==> src/mist_pkg.sv <==
/* shared definitions: SPI command opcodes, status bit positions,
   OSD window geometry and colour widening */
package mist_pkg;

   // control channel opcodes, select spi_ss_io
   typedef enum logic [7:0] {
      UIO_JOY0     = 8'h01,
      UIO_JOY1     = 8'h02,
      UIO_GET_CONF = 8'h14,
      UIO_STATUS   = 8'h1E
   } uio_cmd_e;

   // download channel opcodes, select spi_ss_data
   typedef enum logic [7:0] {
      DIO_FILE_TX   = 8'h53,
      DIO_FILE_DATA = 8'h54
   } dio_cmd_e;

   parameter int STATUS_OSD_BIT        = 0;
   parameter int STATUS_YPBPR_BIT      = 1;
   parameter int STATUS_SCAN2X_DIS_BIT = 2;

   // OSD window, in active pixels and lines
   parameter int OSD_X0 = 16;
   parameter int OSD_Y0 = 8;
   parameter int OSD_W  = 32;
   parameter int OSD_H  = 16;

   // widen a w-bit colour to 6 bits, colour sits in the low bits of a
   function automatic logic [5:0] extend_color(input logic [7:0] a, input int w);
      logic [5:0] c;
      case (w)
         3: c = {a[2:0], a[2:0]};
         4: c = {a[3:0], a[3:2]};
         5: c = {a[4:0], a[4]};
         7: c = a[6:1];          // wider inputs lose their low bits
         8: c = a[7:2];
         default: c = a[5:0];
      endcase
      return c;
   endfunction

endpackage

==> src/video_if.sv <==
/* video bus between OSD overlay and output encoder */
`timescale 1ns/1ps

interface video_if;
   logic [5:0] r;
   logic [5:0] g;
   logic [5:0] b;
   logic       hs;
   logic       vs;

   // overlay drives, encoder reads
   modport source (
      output r, g, b, hs, vs
   );

   modport sink (
      input r, g, b, hs, vs
   );
endinterface

==> src/spi_user_io.sv <==
/* SPI control slave: command decode, status and joystick registers,
   configuration string readback on MISO */
`timescale 1ns/1ps

module spi_user_io import mist_pkg::*; #(
   parameter int                        CONF_STR_LEN = 4,
   parameter logic [CONF_STR_LEN*8-1:0] CONF_STR     = "CORE"
) (
   input  logic        clk_sys,
   input  logic        reset_i,
   input  logic        spi_sck_i,
   input  logic        spi_mosi_i,
   input  logic        spi_ss_io_i,
   output logic        spi_miso_o,
   output logic [31:0] status_o,
   output logic [31:0] joystick1_o,
   output logic [31:0] joystick2_o
);

   typedef enum logic [1:0] {ST_CMD, ST_DATA, ST_DONE} uio_state_e;

   uio_state_e  state;
   uio_cmd_e    cmd;
   logic [2:0]  sck_sr;
   logic [1:0]  mosi_sr;
   logic [1:0]  ss_sr;
   logic        sck_rise;
   logic        sck_fall;
   logic [2:0]  bit_cnt;
   logic [6:0]  sreg;
   logic [7:0]  rx_byte;
   logic [1:0]  stat_idx;
   logic [23:0] stat_sh;     // low status bytes until the fourth arrives
   logic [15:0] char_idx;
   logic [7:0]  tx_byte;

   always_ff @(posedge clk_sys) begin
      if (reset_i) begin
         sck_sr <= '0;
         ss_sr  <= 2'b11;  // deselected
      end else begin
         sck_sr <= {sck_sr[1:0], spi_sck_i};
         ss_sr  <= {ss_sr[0], spi_ss_io_i};
      end
      mosi_sr <= {mosi_sr[0], spi_mosi_i};
   end

   assign sck_rise = sck_sr[1] & ~sck_sr[2];
   assign sck_fall = ~sck_sr[1] & sck_sr[2];
   assign rx_byte  = {sreg, mosi_sr[1]};

   // string goes out first character first, zeros past the end
   always_comb begin
      if (char_idx < CONF_STR_LEN)
         tx_byte = CONF_STR[(CONF_STR_LEN - 1 - char_idx) * 8 +: 8];
      else
         tx_byte = 8'h00;
   end

   always_ff @(posedge clk_sys) begin
      if (reset_i) begin
         state       <= ST_CMD;
         bit_cnt     <= '0;
         stat_idx    <= '0;
         char_idx    <= '0;
         status_o    <= '0;
         joystick1_o <= '0;
         joystick2_o <= '0;
         spi_miso_o  <= 1'b0;
      end else if (ss_sr[1]) begin  // select high drops any partial byte
         state      <= ST_CMD;
         bit_cnt    <= '0;
         stat_idx   <= '0;
         char_idx   <= '0;
         spi_miso_o <= 1'b0;
      end else begin
         if (sck_rise) begin
            sreg    <= rx_byte[6:0];
            bit_cnt <= bit_cnt + 3'd1;
            if (bit_cnt == 3'd7) begin
               case (state)
                  ST_CMD: begin
                     cmd   <= uio_cmd_e'(rx_byte);
                     state <= ST_DATA;
                  end
                  ST_DATA: begin
                     case (cmd)
                        UIO_JOY0: begin
                           joystick1_o <= {24'd0, rx_byte};
                           state       <= ST_DONE;
                        end
                        UIO_JOY1: begin
                           joystick2_o <= {24'd0, rx_byte};
                           state       <= ST_DONE;
                        end
                        UIO_STATUS: begin
                           stat_idx <= stat_idx + 2'd1;
                           if (stat_idx == 2'd3) begin
                              status_o <= {rx_byte, stat_sh};
                              state    <= ST_DONE;
                           end else begin
                              stat_sh <= {rx_byte, stat_sh[23:8]};  // lsb first
                           end
                        end
                        UIO_GET_CONF: begin
                           if (char_idx < CONF_STR_LEN)
                              char_idx <= char_idx + 16'd1;
                        end
                        default: state <= ST_DONE;  // unknown opcode
                     endcase
                  end
                  default: ;
               endcase
            end
         end
         if (sck_fall) begin
            if (state == ST_DATA && cmd == UIO_GET_CONF)
               spi_miso_o <= tx_byte[3'd7 - bit_cnt];  // msb first
            else
               spi_miso_o <= 1'b0;
         end
      end
   end

endmodule

==> src/spi_data_io.sv <==
/* SPI download slave: file transfer commands, ROM address counter,
   byte write strobe */
`timescale 1ns/1ps

module spi_data_io import mist_pkg::*; (
   input  logic        clk_sys,
   input  logic        reset_i,
   input  logic        spi_sck_i,
   input  logic        spi_mosi_i,
   input  logic        spi_ss_data_i,
   output logic [22:0] ioctl_addr_o,
   output logic [7:0]  ioctl_data_o,
   output logic        ioctl_wr_o,
   output logic        downloading_o
);

   typedef enum logic [1:0] {ST_CMD, ST_TX, ST_DATA, ST_DONE} dio_state_e;

   dio_state_e state;
   logic [2:0] sck_sr;
   logic [1:0] mosi_sr;
   logic [1:0] ss_sr;
   logic [2:0] bit_cnt;
   logic [6:0] sreg;
   logic [7:0] rx_byte;
   logic       byte_done;

   always_ff @(posedge clk_sys) begin
      if (reset_i) begin
         sck_sr <= '0;
         ss_sr  <= 2'b11;
      end else begin
         sck_sr <= {sck_sr[1:0], spi_sck_i};
         ss_sr  <= {ss_sr[0], spi_ss_data_i};
      end
      mosi_sr <= {mosi_sr[0], spi_mosi_i};
   end

   assign rx_byte   = {sreg, mosi_sr[1]};
   assign byte_done = ~ss_sr[1] & sck_sr[1] & ~sck_sr[2] & (bit_cnt == 3'd7);

   always_ff @(posedge clk_sys) begin
      if (reset_i) begin
         state         <= ST_CMD;
         bit_cnt       <= '0;
         ioctl_addr_o  <= '0;
         ioctl_wr_o    <= 1'b0;
         downloading_o <= 1'b0;
      end else begin
         ioctl_wr_o <= 1'b0;
         if (ioctl_wr_o)
            ioctl_addr_o <= ioctl_addr_o + 23'd1;  // next byte goes one up
         if (ss_sr[1]) begin
            state   <= ST_CMD;
            bit_cnt <= '0;
         end else if (sck_sr[1] & ~sck_sr[2]) begin
            sreg    <= rx_byte[6:0];
            bit_cnt <= bit_cnt + 3'd1;
         end
         if (byte_done) begin
            case (state)
               ST_CMD: begin
                  if (rx_byte == DIO_FILE_TX)
                     state <= ST_TX;
                  else if (rx_byte == DIO_FILE_DATA)
                     state <= ST_DATA;
                  else
                     state <= ST_DONE;
               end
               ST_TX: begin
                  downloading_o <= |rx_byte;  // zero ends the transfer
                  if (|rx_byte)
                     ioctl_addr_o <= '0;
                  state <= ST_DONE;
               end
               ST_DATA: ioctl_wr_o <= downloading_o;
               default: ;
            endcase
         end
      end
   end

   // data byte lines up with the write pulse
   always_ff @(posedge clk_sys) begin
      if (byte_done && state == ST_DATA)
         ioctl_data_o <= rx_byte;
   end

endmodule

==> src/osd_overlay.sv <==
/* colour widening, active pixel and line counters,
   OSD window tint with one register stage */
`timescale 1ns/1ps

module osd_overlay import mist_pkg::*; #(
   parameter int COLORW = 4
) (
   input  logic              clk_sys,
   input  logic              reset_i,
   input  logic [COLORW-1:0] game_r_i,
   input  logic [COLORW-1:0] game_g_i,
   input  logic [COLORW-1:0] game_b_i,
   input  logic              lhbl_i,
   input  logic              lvbl_i,
   input  logic              hs_i,
   input  logic              vs_i,
   input  logic              pxl_cen_i,
   input  logic [31:0]       status_i,
   output logic              osd_shown_o,
   video_if.source           vid_o
);

   logic [9:0] hcnt;    // active pixel inside the line
   logic [8:0] vcnt;    // active line inside the frame
   logic       lhbl_q;
   logic       in_win;
   logic       tint;
   logic [5:0] r6;
   logic [5:0] g6;
   logic [5:0] b6;

   assign r6 = extend_color(8'(game_r_i), COLORW);
   assign g6 = extend_color(8'(game_g_i), COLORW);
   assign b6 = extend_color(8'(game_b_i), COLORW);

   // pxl_cen_i closes the current pixel, both counters clear in blanking
   always_ff @(posedge clk_sys) begin
      if (reset_i) begin
         hcnt   <= '0;
         vcnt   <= '0;
         lhbl_q <= 1'b0;
      end else begin
         lhbl_q <= lhbl_i;
         if (!lhbl_i)
            hcnt <= '0;
         else if (pxl_cen_i)
            hcnt <= hcnt + 10'd1;
         if (!lvbl_i)
            vcnt <= '0;
         else if (lhbl_q && !lhbl_i)
            vcnt <= vcnt + 9'd1;  // end of an active line
      end
   end

   assign in_win = (hcnt >= OSD_X0) && (hcnt < OSD_X0 + OSD_W) &&
                   (vcnt >= OSD_Y0) && (vcnt < OSD_Y0 + OSD_H);
   assign tint        = in_win & status_i[STATUS_OSD_BIT];
   assign osd_shown_o = status_i[STATUS_OSD_BIT];

   always_ff @(posedge clk_sys) begin
      vid_o.r  <= tint ? {1'b0, r6[5:1]} : r6;  // dimmed under the OSD
      vid_o.g  <= tint ? {1'b0, g6[5:1]} : g6;
      vid_o.b  <= tint ? {1'b1, b6[5:1]} : b6;  // blue cast
      vid_o.hs <= hs_i;
      vid_o.vs <= vs_i;
   end

endmodule

==> src/video_encoder.sv <==
/* RGB to YPbPr conversion, composite sync selection,
   registered video outputs */
`timescale 1ns/1ps

module video_encoder import mist_pkg::*; (
   input  logic        clk_sys,
   input  logic        reset_i,
   input  logic [31:0] status_i,
   video_if.sink       vid_i,
   output logic [5:0]  video_r_o,
   output logic [5:0]  video_g_o,
   output logic [5:0]  video_b_o,
   output logic        video_hs_o,
   output logic        video_vs_o
);

   logic              ypbpr;
   logic [8:0]        y_sum;
   logic [5:0]        y6;
   logic signed [9:0] pb_s;
   logic signed [9:0] pr_s;

   function automatic logic [5:0] clip6(input logic signed [9:0] v);
      logic [5:0] c;
      if (v < 0)
         c = 6'd0;
      else if (v > 63)
         c = 6'd63;
      else
         c = v[5:0];
      return c;
   endfunction

   assign ypbpr = status_i[STATUS_YPBPR_BIT];
   assign y_sum = 9'(vid_i.r) * 9'd2 + 9'(vid_i.g) * 9'd5 + 9'(vid_i.b);
   assign y6    = y_sum[8:3];   // divide by 8
   assign pb_s  = 10'sd32 + $signed({5'd0, vid_i.b[5:1]}) - $signed({4'd0, y6});
   assign pr_s  = 10'sd32 + $signed({5'd0, vid_i.r[5:1]}) - $signed({4'd0, y6});

   always_ff @(posedge clk_sys) begin
      if (reset_i) begin
         video_r_o  <= '0;
         video_g_o  <= '0;
         video_b_o  <= '0;
         video_hs_o <= 1'b0;
         video_vs_o <= 1'b0;
      end else if (ypbpr) begin
         video_r_o  <= clip6(pr_s);  // channel order R=Pr G=Y B=Pb
         video_g_o  <= y6;
         video_b_o  <= clip6(pb_s);
         video_hs_o <= ~(vid_i.hs ^ vid_i.vs);  // composite sync
         video_vs_o <= 1'b1;
      end else begin
         video_r_o  <= vid_i.r;
         video_g_o  <= vid_i.g;
         video_b_o  <= vid_i.b;
         video_hs_o <= vid_i.hs;
         video_vs_o <= vid_i.vs;
      end
   end

endmodule

==> src/sigma_delta_dac.sv <==
/* first order sigma-delta audio DAC with 1-bit output */
`timescale 1ns/1ps

module sigma_delta_dac #(
   parameter bit SIGNED_SND = 1'b0
) (
   input  logic        clk_sys,
   input  logic        reset_i,
   input  logic [15:0] pcm_i,
   output logic        dac_o
);

   logic [15:0] pcm_u;
   logic [15:0] acc;

   // offset binary for signed samples
   assign pcm_u = {pcm_i[15] ^ SIGNED_SND, pcm_i[14:0]};

   // overflow of the accumulator is the output bit
   // so ones density comes out as pcm_u / 65536
   always_ff @(posedge clk_sys) begin
      if (reset_i) begin
         acc   <= '0;
         dac_o <= 1'b0;
      end else begin
         {dac_o, acc} <= {1'b0, acc} + {1'b0, pcm_u};
      end
   end

endmodule

==> src/mist_base.sv <==
/* platform base top: SPI control and download slaves, OSD overlay,
   video encoder, stereo audio DACs */
`timescale 1ns/1ps

module mist_base import mist_pkg::*; #(
   parameter int                        CONF_STR_LEN = 4,
   parameter logic [CONF_STR_LEN*8-1:0] CONF_STR     = "CORE",
   parameter bit                        SIGNED_SND   = 1'b0,
   parameter int                        COLORW       = 4
) (
   input  logic              clk_sys,
   input  logic              reset_i,
   // SPI from the I/O controller
   input  logic              spi_sck_i,
   input  logic              spi_mosi_i,
   input  logic              spi_ss_io_i,
   input  logic              spi_ss_data_i,
   output logic              spi_miso_o,   // tri-stated off chip
   output logic [31:0]       status_o,
   output logic [31:0]       joystick1_o,
   output logic [31:0]       joystick2_o,
   output logic              scan2x_enb_o,
   // ROM download
   output logic [22:0]       ioctl_addr_o,
   output logic [7:0]        ioctl_data_o,
   output logic              ioctl_wr_o,
   output logic              downloading_o,
   // game video
   input  logic [COLORW-1:0] game_r_i,
   input  logic [COLORW-1:0] game_g_i,
   input  logic [COLORW-1:0] game_b_i,
   input  logic              lhbl_i,
   input  logic              lvbl_i,
   input  logic              hs_i,
   input  logic              vs_i,
   input  logic              pxl_cen_i,
   output logic              osd_shown_o,
   output logic [5:0]        video_r_o,
   output logic [5:0]        video_g_o,
   output logic [5:0]        video_b_o,
   output logic              video_hs_o,
   output logic              video_vs_o,
   // sound
   input  logic [15:0]       snd_left_i,
   input  logic [15:0]       snd_right_i,
   output logic              snd_pwm_left_o,
   output logic              snd_pwm_right_o
);

   video_if vid ();

   assign scan2x_enb_o = status_o[STATUS_SCAN2X_DIS_BIT];

   spi_user_io #(
      .CONF_STR_LEN (CONF_STR_LEN),
      .CONF_STR     (CONF_STR)
   ) u_user_io (
      .clk_sys     (clk_sys),
      .reset_i     (reset_i),
      .spi_sck_i   (spi_sck_i),
      .spi_mosi_i  (spi_mosi_i),
      .spi_ss_io_i (spi_ss_io_i),
      .spi_miso_o  (spi_miso_o),
      .status_o    (status_o),
      .joystick1_o (joystick1_o),
      .joystick2_o (joystick2_o)
   );

   spi_data_io u_data_io (
      .clk_sys       (clk_sys),
      .reset_i       (reset_i),
      .spi_sck_i     (spi_sck_i),
      .spi_mosi_i    (spi_mosi_i),
      .spi_ss_data_i (spi_ss_data_i),
      .ioctl_addr_o  (ioctl_addr_o),
      .ioctl_data_o  (ioctl_data_o),
      .ioctl_wr_o    (ioctl_wr_o),
      .downloading_o (downloading_o)
   );

   osd_overlay #(.COLORW(COLORW)) u_osd (
      .clk_sys     (clk_sys),
      .reset_i     (reset_i),
      .game_r_i    (game_r_i),
      .game_g_i    (game_g_i),
      .game_b_i    (game_b_i),
      .lhbl_i      (lhbl_i),
      .lvbl_i      (lvbl_i),
      .hs_i        (hs_i),
      .vs_i        (vs_i),
      .pxl_cen_i   (pxl_cen_i),
      .status_i    (status_o),
      .osd_shown_o (osd_shown_o),
      .vid_o       (vid.source)
   );

   video_encoder u_encoder (
      .clk_sys    (clk_sys),
      .reset_i    (reset_i),
      .status_i   (status_o),
      .vid_i      (vid.sink),
      .video_r_o  (video_r_o),
      .video_g_o  (video_g_o),
      .video_b_o  (video_b_o),
      .video_hs_o (video_hs_o),
      .video_vs_o (video_vs_o)
   );

   sigma_delta_dac #(.SIGNED_SND(SIGNED_SND)) u_dac_left (
      .clk_sys (clk_sys),
      .reset_i (reset_i),
      .pcm_i   (snd_left_i),
      .dac_o   (snd_pwm_left_o)
   );

   sigma_delta_dac #(.SIGNED_SND(SIGNED_SND)) u_dac_right (
      .clk_sys (clk_sys),
      .reset_i (reset_i),
      .pcm_i   (snd_right_i),
      .dac_o   (snd_pwm_right_o)
   );

endmodule

==> config.mk <==
export PLATFORM = sky130hd
export DESIGN_NAME = mist_base
export DESIGN_NICKNAME = d
export VERILOG_FILES = /design/src/mist_pkg.sv /design/src/video_if.sv /design/src/spi_user_io.sv /design/src/spi_data_io.sv /design/src/osd_overlay.sv /design/src/video_encoder.sv /design/src/sigma_delta_dac.sv /design/src/mist_base.sv
export SDC_FILE = /design/constraint.sdc
export NUM_CORES = 1
export LEC_CHECK = 0
export ABC_CLOCK_PERIOD_IN_PS = 5100
export BUFFER_PORTS_ARGS = -buffer_cell sky130_fd_sc_hd__buf_2
export CAP_MARGIN = 20
export CORE_UTILIZATION = 56
export DETAILED_ROUTE_END_ITERATION = 7
export PLACE_DENSITY = 0.86
export SYNTH_ARGS = -nofsm -noshare
export SYNTH_HDL_FRONTEND = slang
export SYNTH_SLANG_ARGS = --single-unit
==> constraint.sdc <==
create_clock -name clk_sys -period 5.1 [get_ports clk_sys]
set_clock_uncertainty 0.05 [all_clocks]
set_input_delay 1.02 -clock clk_sys [delete_from_list [all_inputs] [get_ports clk_sys]]
set_output_delay 1.02 -clock clk_sys [all_outputs]
set_load 0.05 [all_outputs]
==> results by group, run 1 <==
Run status
  – Outcome: finished clean

Clocking
  – CTS Hold Buffers Added: 0
  – H-Tree Level Count: 1
  – Sink Count: roughly 260
  – TritonCTS clock tree: done
  – CTS resizes: 0
  – Setup bufs post-CTS: 0
  – Num CTS Buffers: 26
  – CTS max path bufs: 3
  – Clock transition at path regs: 0.06 ns
  – Root Buffer Master: clkbuf_16
  – Clk Latency, worst-skew pair: 0.52 ns

Floorplanning
  – Initial core utilization: a little under three fifths
  – Cell row count: between 50 and 60
  – Top-Level Pins: 209
  – Die height: roughly 150 um
  – Die area: between 20000 and 25000 sq um
  – Die W: 146 um
  – Placeable Area: approximately 20000 sq um

Final layout
  – Share of cells above drive strength 1: 18.9%
  – Commonest non-fill, non-tap cell in the layout: dfxtp_1
  – Fill count: 1542
  – Most frequent cells in the layout: dfxtp_1, buf_2, nor2_1
  – Synth-to-Final Area Change: 15.0%
  – Post-route cell area: 13400 sq um
  – Nets: 1465
  – Final cell count without fillers: 1625

Timing
  – Tcrit/Tclk final: 87.2%
  – RSZ-0062 raised after global routing: no
  – Fmax: between 200 and 250 MHz
  – Slew @ Worst Pin: 0.946 ns
  – Final setup viols: 0
  – Setup Total Neg Slack: 0 ns
  – WHS: ~0.28 ns
  – Post-layout min period: about 4.4 ns
  – Slew headroom: between 30 and 40%
  – Final Slew Violations: 0
  – Endpoints failing hold: 0
  – Setup WS post-layout: 0.651 ns

Global route
  – Global-route total usage across every layer: between 20 and 25%
  – Initial antenna violation count: 3
  – First-pass GRT wire length: 40200 um
  – Largest net degree at the start of global routing: 71
  – Global route overflow: 0
  – Vias in the first global route: 8499

Placement
  – Place WS: 0.685 ns
  – Port-buffer cells: 160
  – Cell Count Post-Placement: 1575
  – Placed cell area: 12500 sq um
  – RD Place Congestion: 0.863
  – Hpwl dp: 17700 um

Power
  – P_int: 4.02 mW
  – Leak pwr: between 5 and 6 nW
  – NetSw: between 1.5 and 2 mW
  – Gate power share: between 20% and 30%
  – Power share of the sequential group: 38.7%
  – Maximum vdd drop: approximately 0.27 mV
  – PD cells: 430 nW/um^2
  – Clock power frac: 34.2%
  – Net Sw Frac: between 30% and 40%

Worst setup path
  – Type of origin of the critical path: flop
  – Crit Path Class: reg2reg
  – Crit path arrival time: approximately 4.8 ns
  – CP endpoint kind: flop
  – CP Max Fanout: 6
  – CP Data Required Time: 5.44 ns

Yosys
  – #FFs+latches synth: 256
  – Netlist Area Pre-Place: 11700 sq um
  – Unique masters post-synth: 73
  – Sequential-to-total area share from yosys stat: 48.5%
  – Top_reg_cell synth: dfxtp_1
  – Asr flop ratio synth: 0%
  – Ys Warns: 0
  – Post-Synthesis Cells: 1180
  – EDFF count, synth: 54
  – Mean post-synth cell area: between 9 and 10 sq um

Route
  – Via-to-Cell Ratio: 5.35
  – WL final: around 25000 um
  – Via count: 8700
  – Starting DRT DRC Count: about 340
  – WL/cell: 15.2 um
  – Routed Antenna Nets: 0
  – Post-route DRC violation count: 0
  – Drt pass-1 iters: 4

Flow run
  – Maxcap violations: 0

Hold path
  – Hold WC Path Type: reg2reg
==> registers in the layout, summed over array words and instances (netlist names), 9 cells and up <==
signal,flops
u_user_io.status_o,32
u_user_io.stat_sh,24
u_data_io.ioctl_addr_o,23
u_dac_left.acc,16
u_dac_right.acc,16
u_user_io.char_idx,16
u_osd.hcnt,10
u_osd.vcnt,9
==> synth_stat cells, drive strengths merged (3+ instances only) <==
library cell    n  area [sq um]
dfxtp         202          4040
nor2          125           469
nand2         116           463
a21oi          89           483
ha             66           826
buf            64           464
edfxtp         54          1620
inv            50           188
xor2           45           394
o21ai          35           175
clkbuf         27           101
xnor2          27           236
nor3           22           120
mux2i          21           210
a21o           20           150
nand4          20           125
nor2b          20           133
and2           15          93.8
nand3          13          65.1
fa             11           220
or2            11          68.8
or3            11          68.8
mux2           10           113
nor4           10          68.8
o21a            9          67.6
a2111oi         6          58.8
and3            6          37.5
a31oi           5          31.3
nand2b          5          31.3
nor3b           5          42.5
o211ai          5          37.5
a211o           4          35.0
a211oi          4          30.0
nand3b          4          30.0
maj3            3          31.3
o311ai          3          26.3
==> worst paths after layout <==
path,end,cells past startpoint,startpoint,slack (ns)
worst max-delay path,u_encoder.video_b_o[2]$_SDFF_PP0_,17,u_osd.vid_o.g[1]$_DFF_P_,0.65
worst min-delay path,u_data_io.mosi_sr[1]$_DFF_P_,0,u_data_io.mosi_sr[0]$_DFF_P_,0.28
worst max register to register,u_encoder.video_b_o[2]$_SDFF_PP0_,17,u_osd.vid_o.g[1]$_DFF_P_,0.65
worst min register to register,u_data_io.mosi_sr[1]$_DFF_P_,0,u_data_io.mosi_sr[0]$_DFF_P_,0.28
==> power by group through the flow <==
stage	registers, mW	clock network, mW	logic (mW)
global route	2.25	2.11	1.75
floorplan	2.31	0	1.25
CTS	2.24	2.02	1.55
finish	2.24	1.98	1.56
detailed placement	2.28	0	1.54
global placement	2.27	0	1.50
==> worst max-delay path: stages (launching register included) <==
cell and delay, ns:
dfxtp_1 0.33, ha_1 0.33, xor2_1 0.17, ha_1 0.29, fa_1 0.51, ha_1 0.31
nand2_1 0.08, o21bai_1 0.06, a21oi_1 0.18, xor2_1 0.33, ha_1 0.35, a21oi_1 0.14
o21ai_1 0.18, a211oi_1 0.33, nor3_1 0.09, o311a_1 0.36, a22oi_1 0.17, nor2_1 0.06
==> per-stage QoR <==
stage               utilization, %  power (mW)
floorplan                        -        3.57
global route                  66.0        6.10
CTS                           66.0        5.81
finish                        66.0        5.78
global placement              61.5        3.78
detailed placement            61.6        3.82
==> final cells by class <==
class / instances / area [sq um] / area share, %
flip-flops and latches: 256 / 5670 / 42.1
clock inverters: 11 / 166 / 1.24
inverters: 52 / 195 / 1.45
well taps: 270 / 338 / 2.51
diodes: 2 / 5.00 / 0.0372
repair buffers: 169 / 878 / 6.53
clock buffers: 37 / 733 / 5.45
multi-input cells: 828 / 5460 / 40.6
==> logic make-up (layout without fill, tap and decap cells) <==
group	after synthesis	after routing	share of synthesized area, %
and+or+nand+nor	392	392	16.2
DFF	256	256	48.5
AOI/OAI and AO/OA	203	203	11.0
buffers and inverters	143	269	6.51
adders and majority gates	80	80	9.21
xor gates and xnor gates	74	74	5.78
muxes	31	31	2.76
other	1	50	0.0321
==> per-layer routing <==
layer  share of wire, %  vias up  GRT usage (%)  wire length (um)
met3                6.7       46           4.97              1650
met2                 48      265           39.6             11900
met5              0.049        -              0                12
met4                2.2        2           8.13               545
li1                   -     4276              -                 -
met1                 43     4111           28.1             10600
Note: power is estimated with default switching activity, not from simulation.
==> run 2, diff against run 1 <==
==> constraint.sdc (replaced) <==
create_clock -name clk_sys -period 5.1 [get_ports clk_sys]
set_clock_uncertainty 0.05 [all_clocks]
set_input_delay 1.02 -clock clk_sys [delete_from_list [all_inputs] [get_ports clk_sys]]
set_output_delay 1.02 -clock clk_sys [all_outputs]
set_load 0.02 [all_outputs]
==> results by group, run 2 (synthesis gave the netlist of run 1 again) <==
Run status
  – Outcome: finished clean

Final layout
  – Max FFs per register: 32
  – Finished Core Util: between 60 and 70%
  – Nets: 1466
  – Most frequent cells in the layout: dfxtp_1, buf_2, nor2_1
  – Fill count: roughly 1500
  – Post-route cell area: ~13000 sq um
  – Final cell count without fillers: 1624
  – Reg with most FFs: u_user_io.status_o
  – Commonest non-fill, non-tap cell in the layout: dfxtp_1
  – Share of cells above drive strength 1: a little under a fifth
  – Top flop regs: u_user_io.status_o: 32 flops, u_user_io.stat_sh: 24 flops, u_data_io.ioctl_addr_o: 23 flops
  – Synth-to-Final Area Change: 15.2%
  – Antenna Cells: 0

Global route
  – First-pass GRT wire length: 40200 um
  – Initial antenna violation count: 1
  – Vias in the first global route: 8316
  – Global-route total usage across every layer: a little under a quarter
  – Global route overflow: 0
  – Largest net degree at the start of global routing: 71

Floorplanning
  – Die area: 21500 sq um
  – Placeable Area: between 20000 and 25000 sq um
  – Cell row count: 52
  – Die W: around 150 um
  – Top-Level Pins: 209
  – Die height: 146 um
  – Initial core utilization: 57.4%

Clocking
  – Clk Latency, worst-skew pair: 0.52 ns
  – H-Tree Level Count: 1
  – CTS resizes: 0
  – Clock transition at path regs: 0.06 ns
  – Setup bufs post-CTS: 0
  – CTS max path bufs: 3
  – CTS Hold Buffers Added: 0
  – Sink Count: around 260
  – Root Buffer Master: clkbuf_16
  – Num CTS Buffers: 26
  – TritonCTS clock tree: done

Route
  – Starting DRT DRC Count: 351
  – Via count: 8625
  – Routed Antenna Nets: 0
  – Via-to-Cell Ratio: 5.31
  – Drt pass-1 iters: 5
  – Post-route DRC violation count: 0
  – WL final: 24600 um
  – WL/cell: 15.2 um

Flow run
  – Maxcap violations: 0

Timing
  – Slew @ Worst Pin: approximately 0.91 ns
  – RSZ-0062 raised after global routing: no
  – Slew headroom: 39.4%
  – Setup Total Neg Slack: 0 ns
  – WHS: roughly 0.28 ns
  – Tcrit/Tclk final: 86.8%
  – Post-layout min period: 4.43 ns
  – Final Slew Violations: 0
  – Endpoints failing hold: 0
  – Fmax: 226 MHz
  – Setup WS post-layout: 0.673 ns
  – Final setup viols: 0

Placement
  – Cell Count Post-Placement: 1576
  – RD Place Congestion: 0.861
  – Port-buffer cells: 160
  – Hpwl dp: 17400 um
  – Place WS: 0.715 ns
  – Placed cell area: approximately 13000 sq um

Worst setup path
  – Crit path arrival time: 4.75 ns
  – CP dominant cell by count: ha_1
  – CP endpoint kind: flop
  – CP Max Fanout: 6
  – Cell depth of the worst flop-to-flop path: 17
  – CP Data Required Time: 5.43 ns
  – CP Cell Sequence: ha_1 -> xor2_1 -> ha_1 -> fa_1 -> ha_1 -> nand2_1 -> o21bai_1 -> a21oi_1 -> xor2_1 -> ha_1 -> a21oi_1 -> o21ai_1 -> a211oi_1 -> nor3_1 -> o311a_1 -> o21ai_0 -> a21oi_1
  – Slowest cell on crit path: fa_1
  – Crit-path max cell delay: 0.51 ns
  – Crit Path Class: reg2reg
  – Type of origin of the critical path: flop

Power
  – Maximum vdd drop: 0.246 mV
  – Tot Pwr: 5.71 mW
  – PD cells: 424 nW/um^2
  – Leak pwr: between 5 and 6 nW

Hold path
  – Hold WC Path Type: reg2reg
  – Hold depth: 0
==> run 2: changes by cell type in the layout (fill, tap and decap cells not counted), moves of 2 or more <==
cell        previous run  this run
clkbuf_8               2         5
diode_2                2         0
clkinv_1               2         6
clkinvlp_4             3         0
clkbuf_1               8         3
==> run 2: critical path, delay by kind of cell (launching register included) <==
family                   cells  cell delay (ns)
flip-flops                   1             0.34
AO/OA/AOI/OAI                8             1.45
XOR/XNOR                     2             0.47
adder cells (fa/ha/maj)      5             1.79
AND/OR/NAND/NOR              2             0.17
==> run 2: layout make-up <==
class	instances	area [sq um]	area share, %
Sequential cell	256	5670	42.1
Multi-Input combinational cell	828	5460	40.6
Timing Repair Buffer	170	886	6.58
Clock buffer	35	756	5.61
Tap cell	270	338	2.51
Inverter	52	195	1.45
Clock inverter	13	164	1.22
==> run 2: power by group <==
group	leakage, nW	total (mW)	internal [mW]	switching [mW]
logic	3.17	1.47	0.630	0.845
registers	2.14	2.23	2.18	0.0504
clock network	0.455	2.00	1.24	0.767
==> run 2: final timing paths <==
check,start,to,slack (ns)
min,u_data_io.mosi_sr[0]$_DFF_P_,u_data_io.mosi_sr[1]$_DFF_P_,0.28
min reg2reg,u_data_io.mosi_sr[0]$_DFF_P_,u_data_io.mosi_sr[1]$_DFF_P_,0.28
max reg2reg,u_osd.vid_o.g[1]$_DFF_P_,u_encoder.video_b_o[0]$_SDFF_PP0_,0.67
max,u_osd.vid_o.g[1]$_DFF_P_,u_encoder.video_b_o[0]$_SDFF_PP0_,0.67
==> run 2: routing by layer <==
layer  up-vias  share of wire, %  global-route usage [%]
li1       4267                 -                       -
met1      4043                43                    28.2
met2       262                48                    39.8
met3        51               6.4                    4.97
met4         2               2.3                    7.24
met5         -             0.053                       0
==> run 3, diff against run 2 <==
--- a/config.mk
+++ b/config.mk
@@ -11,6 +11,7 @@
 export CORE_UTILIZATION = 56
 export DETAILED_ROUTE_END_ITERATION = 7
 export PLACE_DENSITY = 0.86
+export RECOVER_POWER = 100
 export SYNTH_ARGS = -nofsm -noshare
 export SYNTH_HDL_FRONTEND = slang
 export SYNTH_SLANG_ARGS = --single-unit
==> results by group, run 3 (synthesis gave the netlist of run 1 again) <==
Run status
  – Outcome: complete, but fails checks
  – Failing checks: max-capacitance violations, max-slew violations

Global route
  – Initial antenna violation count: 1
  – Global-route total usage across every layer: roughly 23%
  – First-pass GRT wire length: between 40000 and 50000 um
  – Vias in the first global route: between 8000 and 9000
  – Global route overflow: 0
  – Largest net degree at the start of global routing: 71

Floorplanning
  – Die height: 146 um
  – Initial core utilization: a little under three fifths
  – Top-Level Pins: around 210
  – Cell row count: 52
  – Die area: 21500 sq um
  – Placeable Area: 20400 sq um
  – Die W: 146 um

Route
  – Via-to-Cell Ratio: 5.31
  – Drt pass-1 iters: 4
  – WL final: ~25000 um
  – Starting DRT DRC Count: ~360
  – WL/cell: 15.1 um
  – Via count: 8629
  – Post-route DRC violation count: 0
  – Routed Antenna Nets: 0

Clocking
  – Sink Count: 256
  – Num CTS Buffers: 26
  – Root Buffer Master: clkbuf_16
  – CTS max path bufs: 3
  – Clk Latency, worst-skew pair: 0.52 ns
  – TritonCTS clock tree: done
  – CTS Hold Buffers Added: 0
  – CTS resizes: 0
  – H-Tree Level Count: 1
  – Clock transition at path regs: around 0.06 ns
  – Setup bufs post-CTS: 0

Placement
  – Placed cell area: about 13000 sq um
  – Hpwl dp: 17400 um
  – Cell Count Post-Placement: 1576
  – Place WS: 0.715 ns
  – RD Place Congestion: 0.861
  – Port-buffer cells: 160

Final layout
  – Post-route cell area: 13300 sq um
  – Commonest non-fill, non-tap cell in the layout: dfxtp_1
  – Nets: 1466
  – Reg with most FFs: u_user_io.status_o
  – Max FFs per register: 32
  – Share of cells above drive strength 1: 9.60%
  – Final cell count without fillers: 1625
  – Synth-to-Final Area Change: 13.3%
  – Top flop regs: u_user_io.status_o: 32 flops, u_user_io.stat_sh: 24 flops, u_data_io.ioctl_addr_o: 23 flops
  – Most frequent cells in the layout: dfxtp_1, nor2_1, clkbuf_1

Hold path
  – Hold WC Path Type: reg2reg

Timing
  – RSZ-0062 raised after global routing: no
  – Slew headroom: -59.3%
  – Setup Total Neg Slack: 0 ns
  – Fmax: 217 MHz
  – Post-layout min period: 4.61 ns
  – Tcrit/Tclk final: 90.5%
  – Final Slew Violations: slightly below 60
  – Setup WS post-layout: 0.486 ns
  – Slew @ Worst Pin: 2.39 ns
  – Final setup viols: 0
  – Endpoints failing hold: 0

Worst setup path
  – Crit path arrival time: 4.93 ns
  – CP endpoint kind: flop
  – Crit Path Class: in2reg
  – CP Data Required Time: between 5 and 6 ns
  – CP Max Fanout: 70
  – Type of origin of the critical path: input pin

Power
  – PD cells: 430 nW/um^2
  – Maximum vdd drop: ~0.24 mV
  – Leak pwr: 5.28 nW
  – Tot Pwr: 5.69 mW

Flow run
  – Maxcap violations: 2
## run 3: area by class of cell
type	instances	area, sq um
timing repair buffer	170	731
clock inverter	13	164
inverter	52	195
tap	270	338
clock buffer	35	756
antenna	1	2.50
multi-input combinational	828	5400
sequential	256	5670
fill	1611	7110
## run 3: per-layer routing
metal	vias up	global-route usage, %	share of wire [%]
li1	4276	-	-
met1	4058	28.2	43
met2	242	39.8	48
met3	51	4.97	6.1
met4	2	7.24	2.1
met5	-	0	0.053
## run 3: worst max-delay path, stage by stage
cell,delay (ns)
clkbuf_1,1.66
clkbuf_2,1.33
or2_1,0.73
nor2_1,0.14
## run 3: where the power goes
part,switching (mW),internal (mW)
Sequential,0.0505,2.18
Combinational,0.837,0.618
Clock,0.765,1.24
Total,1.65,4.04
## run 3: final timing paths
path / start / slack [ns] / cells after the start / to
setup / recovery: reset_i / 0.49 / 4 / u_data_io.ioctl_addr_o[14]$_SDFF_PP0_
hold / removal: u_data_io.mosi_sr[0]$_DFF_P_ / 0.28 / 0 / u_data_io.mosi_sr[1]$_DFF_P_
setup reg to reg: u_osd.vid_o.g[1]$_DFF_P_ / 0.57 / 16 / u_encoder.video_r_o[2]$_SDFF_PP0_
hold reg to reg: u_data_io.mosi_sr[0]$_DFF_P_ / 0.28 / 0 / u_data_io.mosi_sr[1]$_DFF_P_
## run 3: per-stage QoR
step           utilization, %  hold WS [ns]
2_1_floorplan               -         0.260
3_3_place_gp             61.5         0.261
3_5_place_dp             61.6         0.266
4_1_cts                  66.1         0.279
5_1_grt                  65.1         0.282
6_report                 65.1         0.277
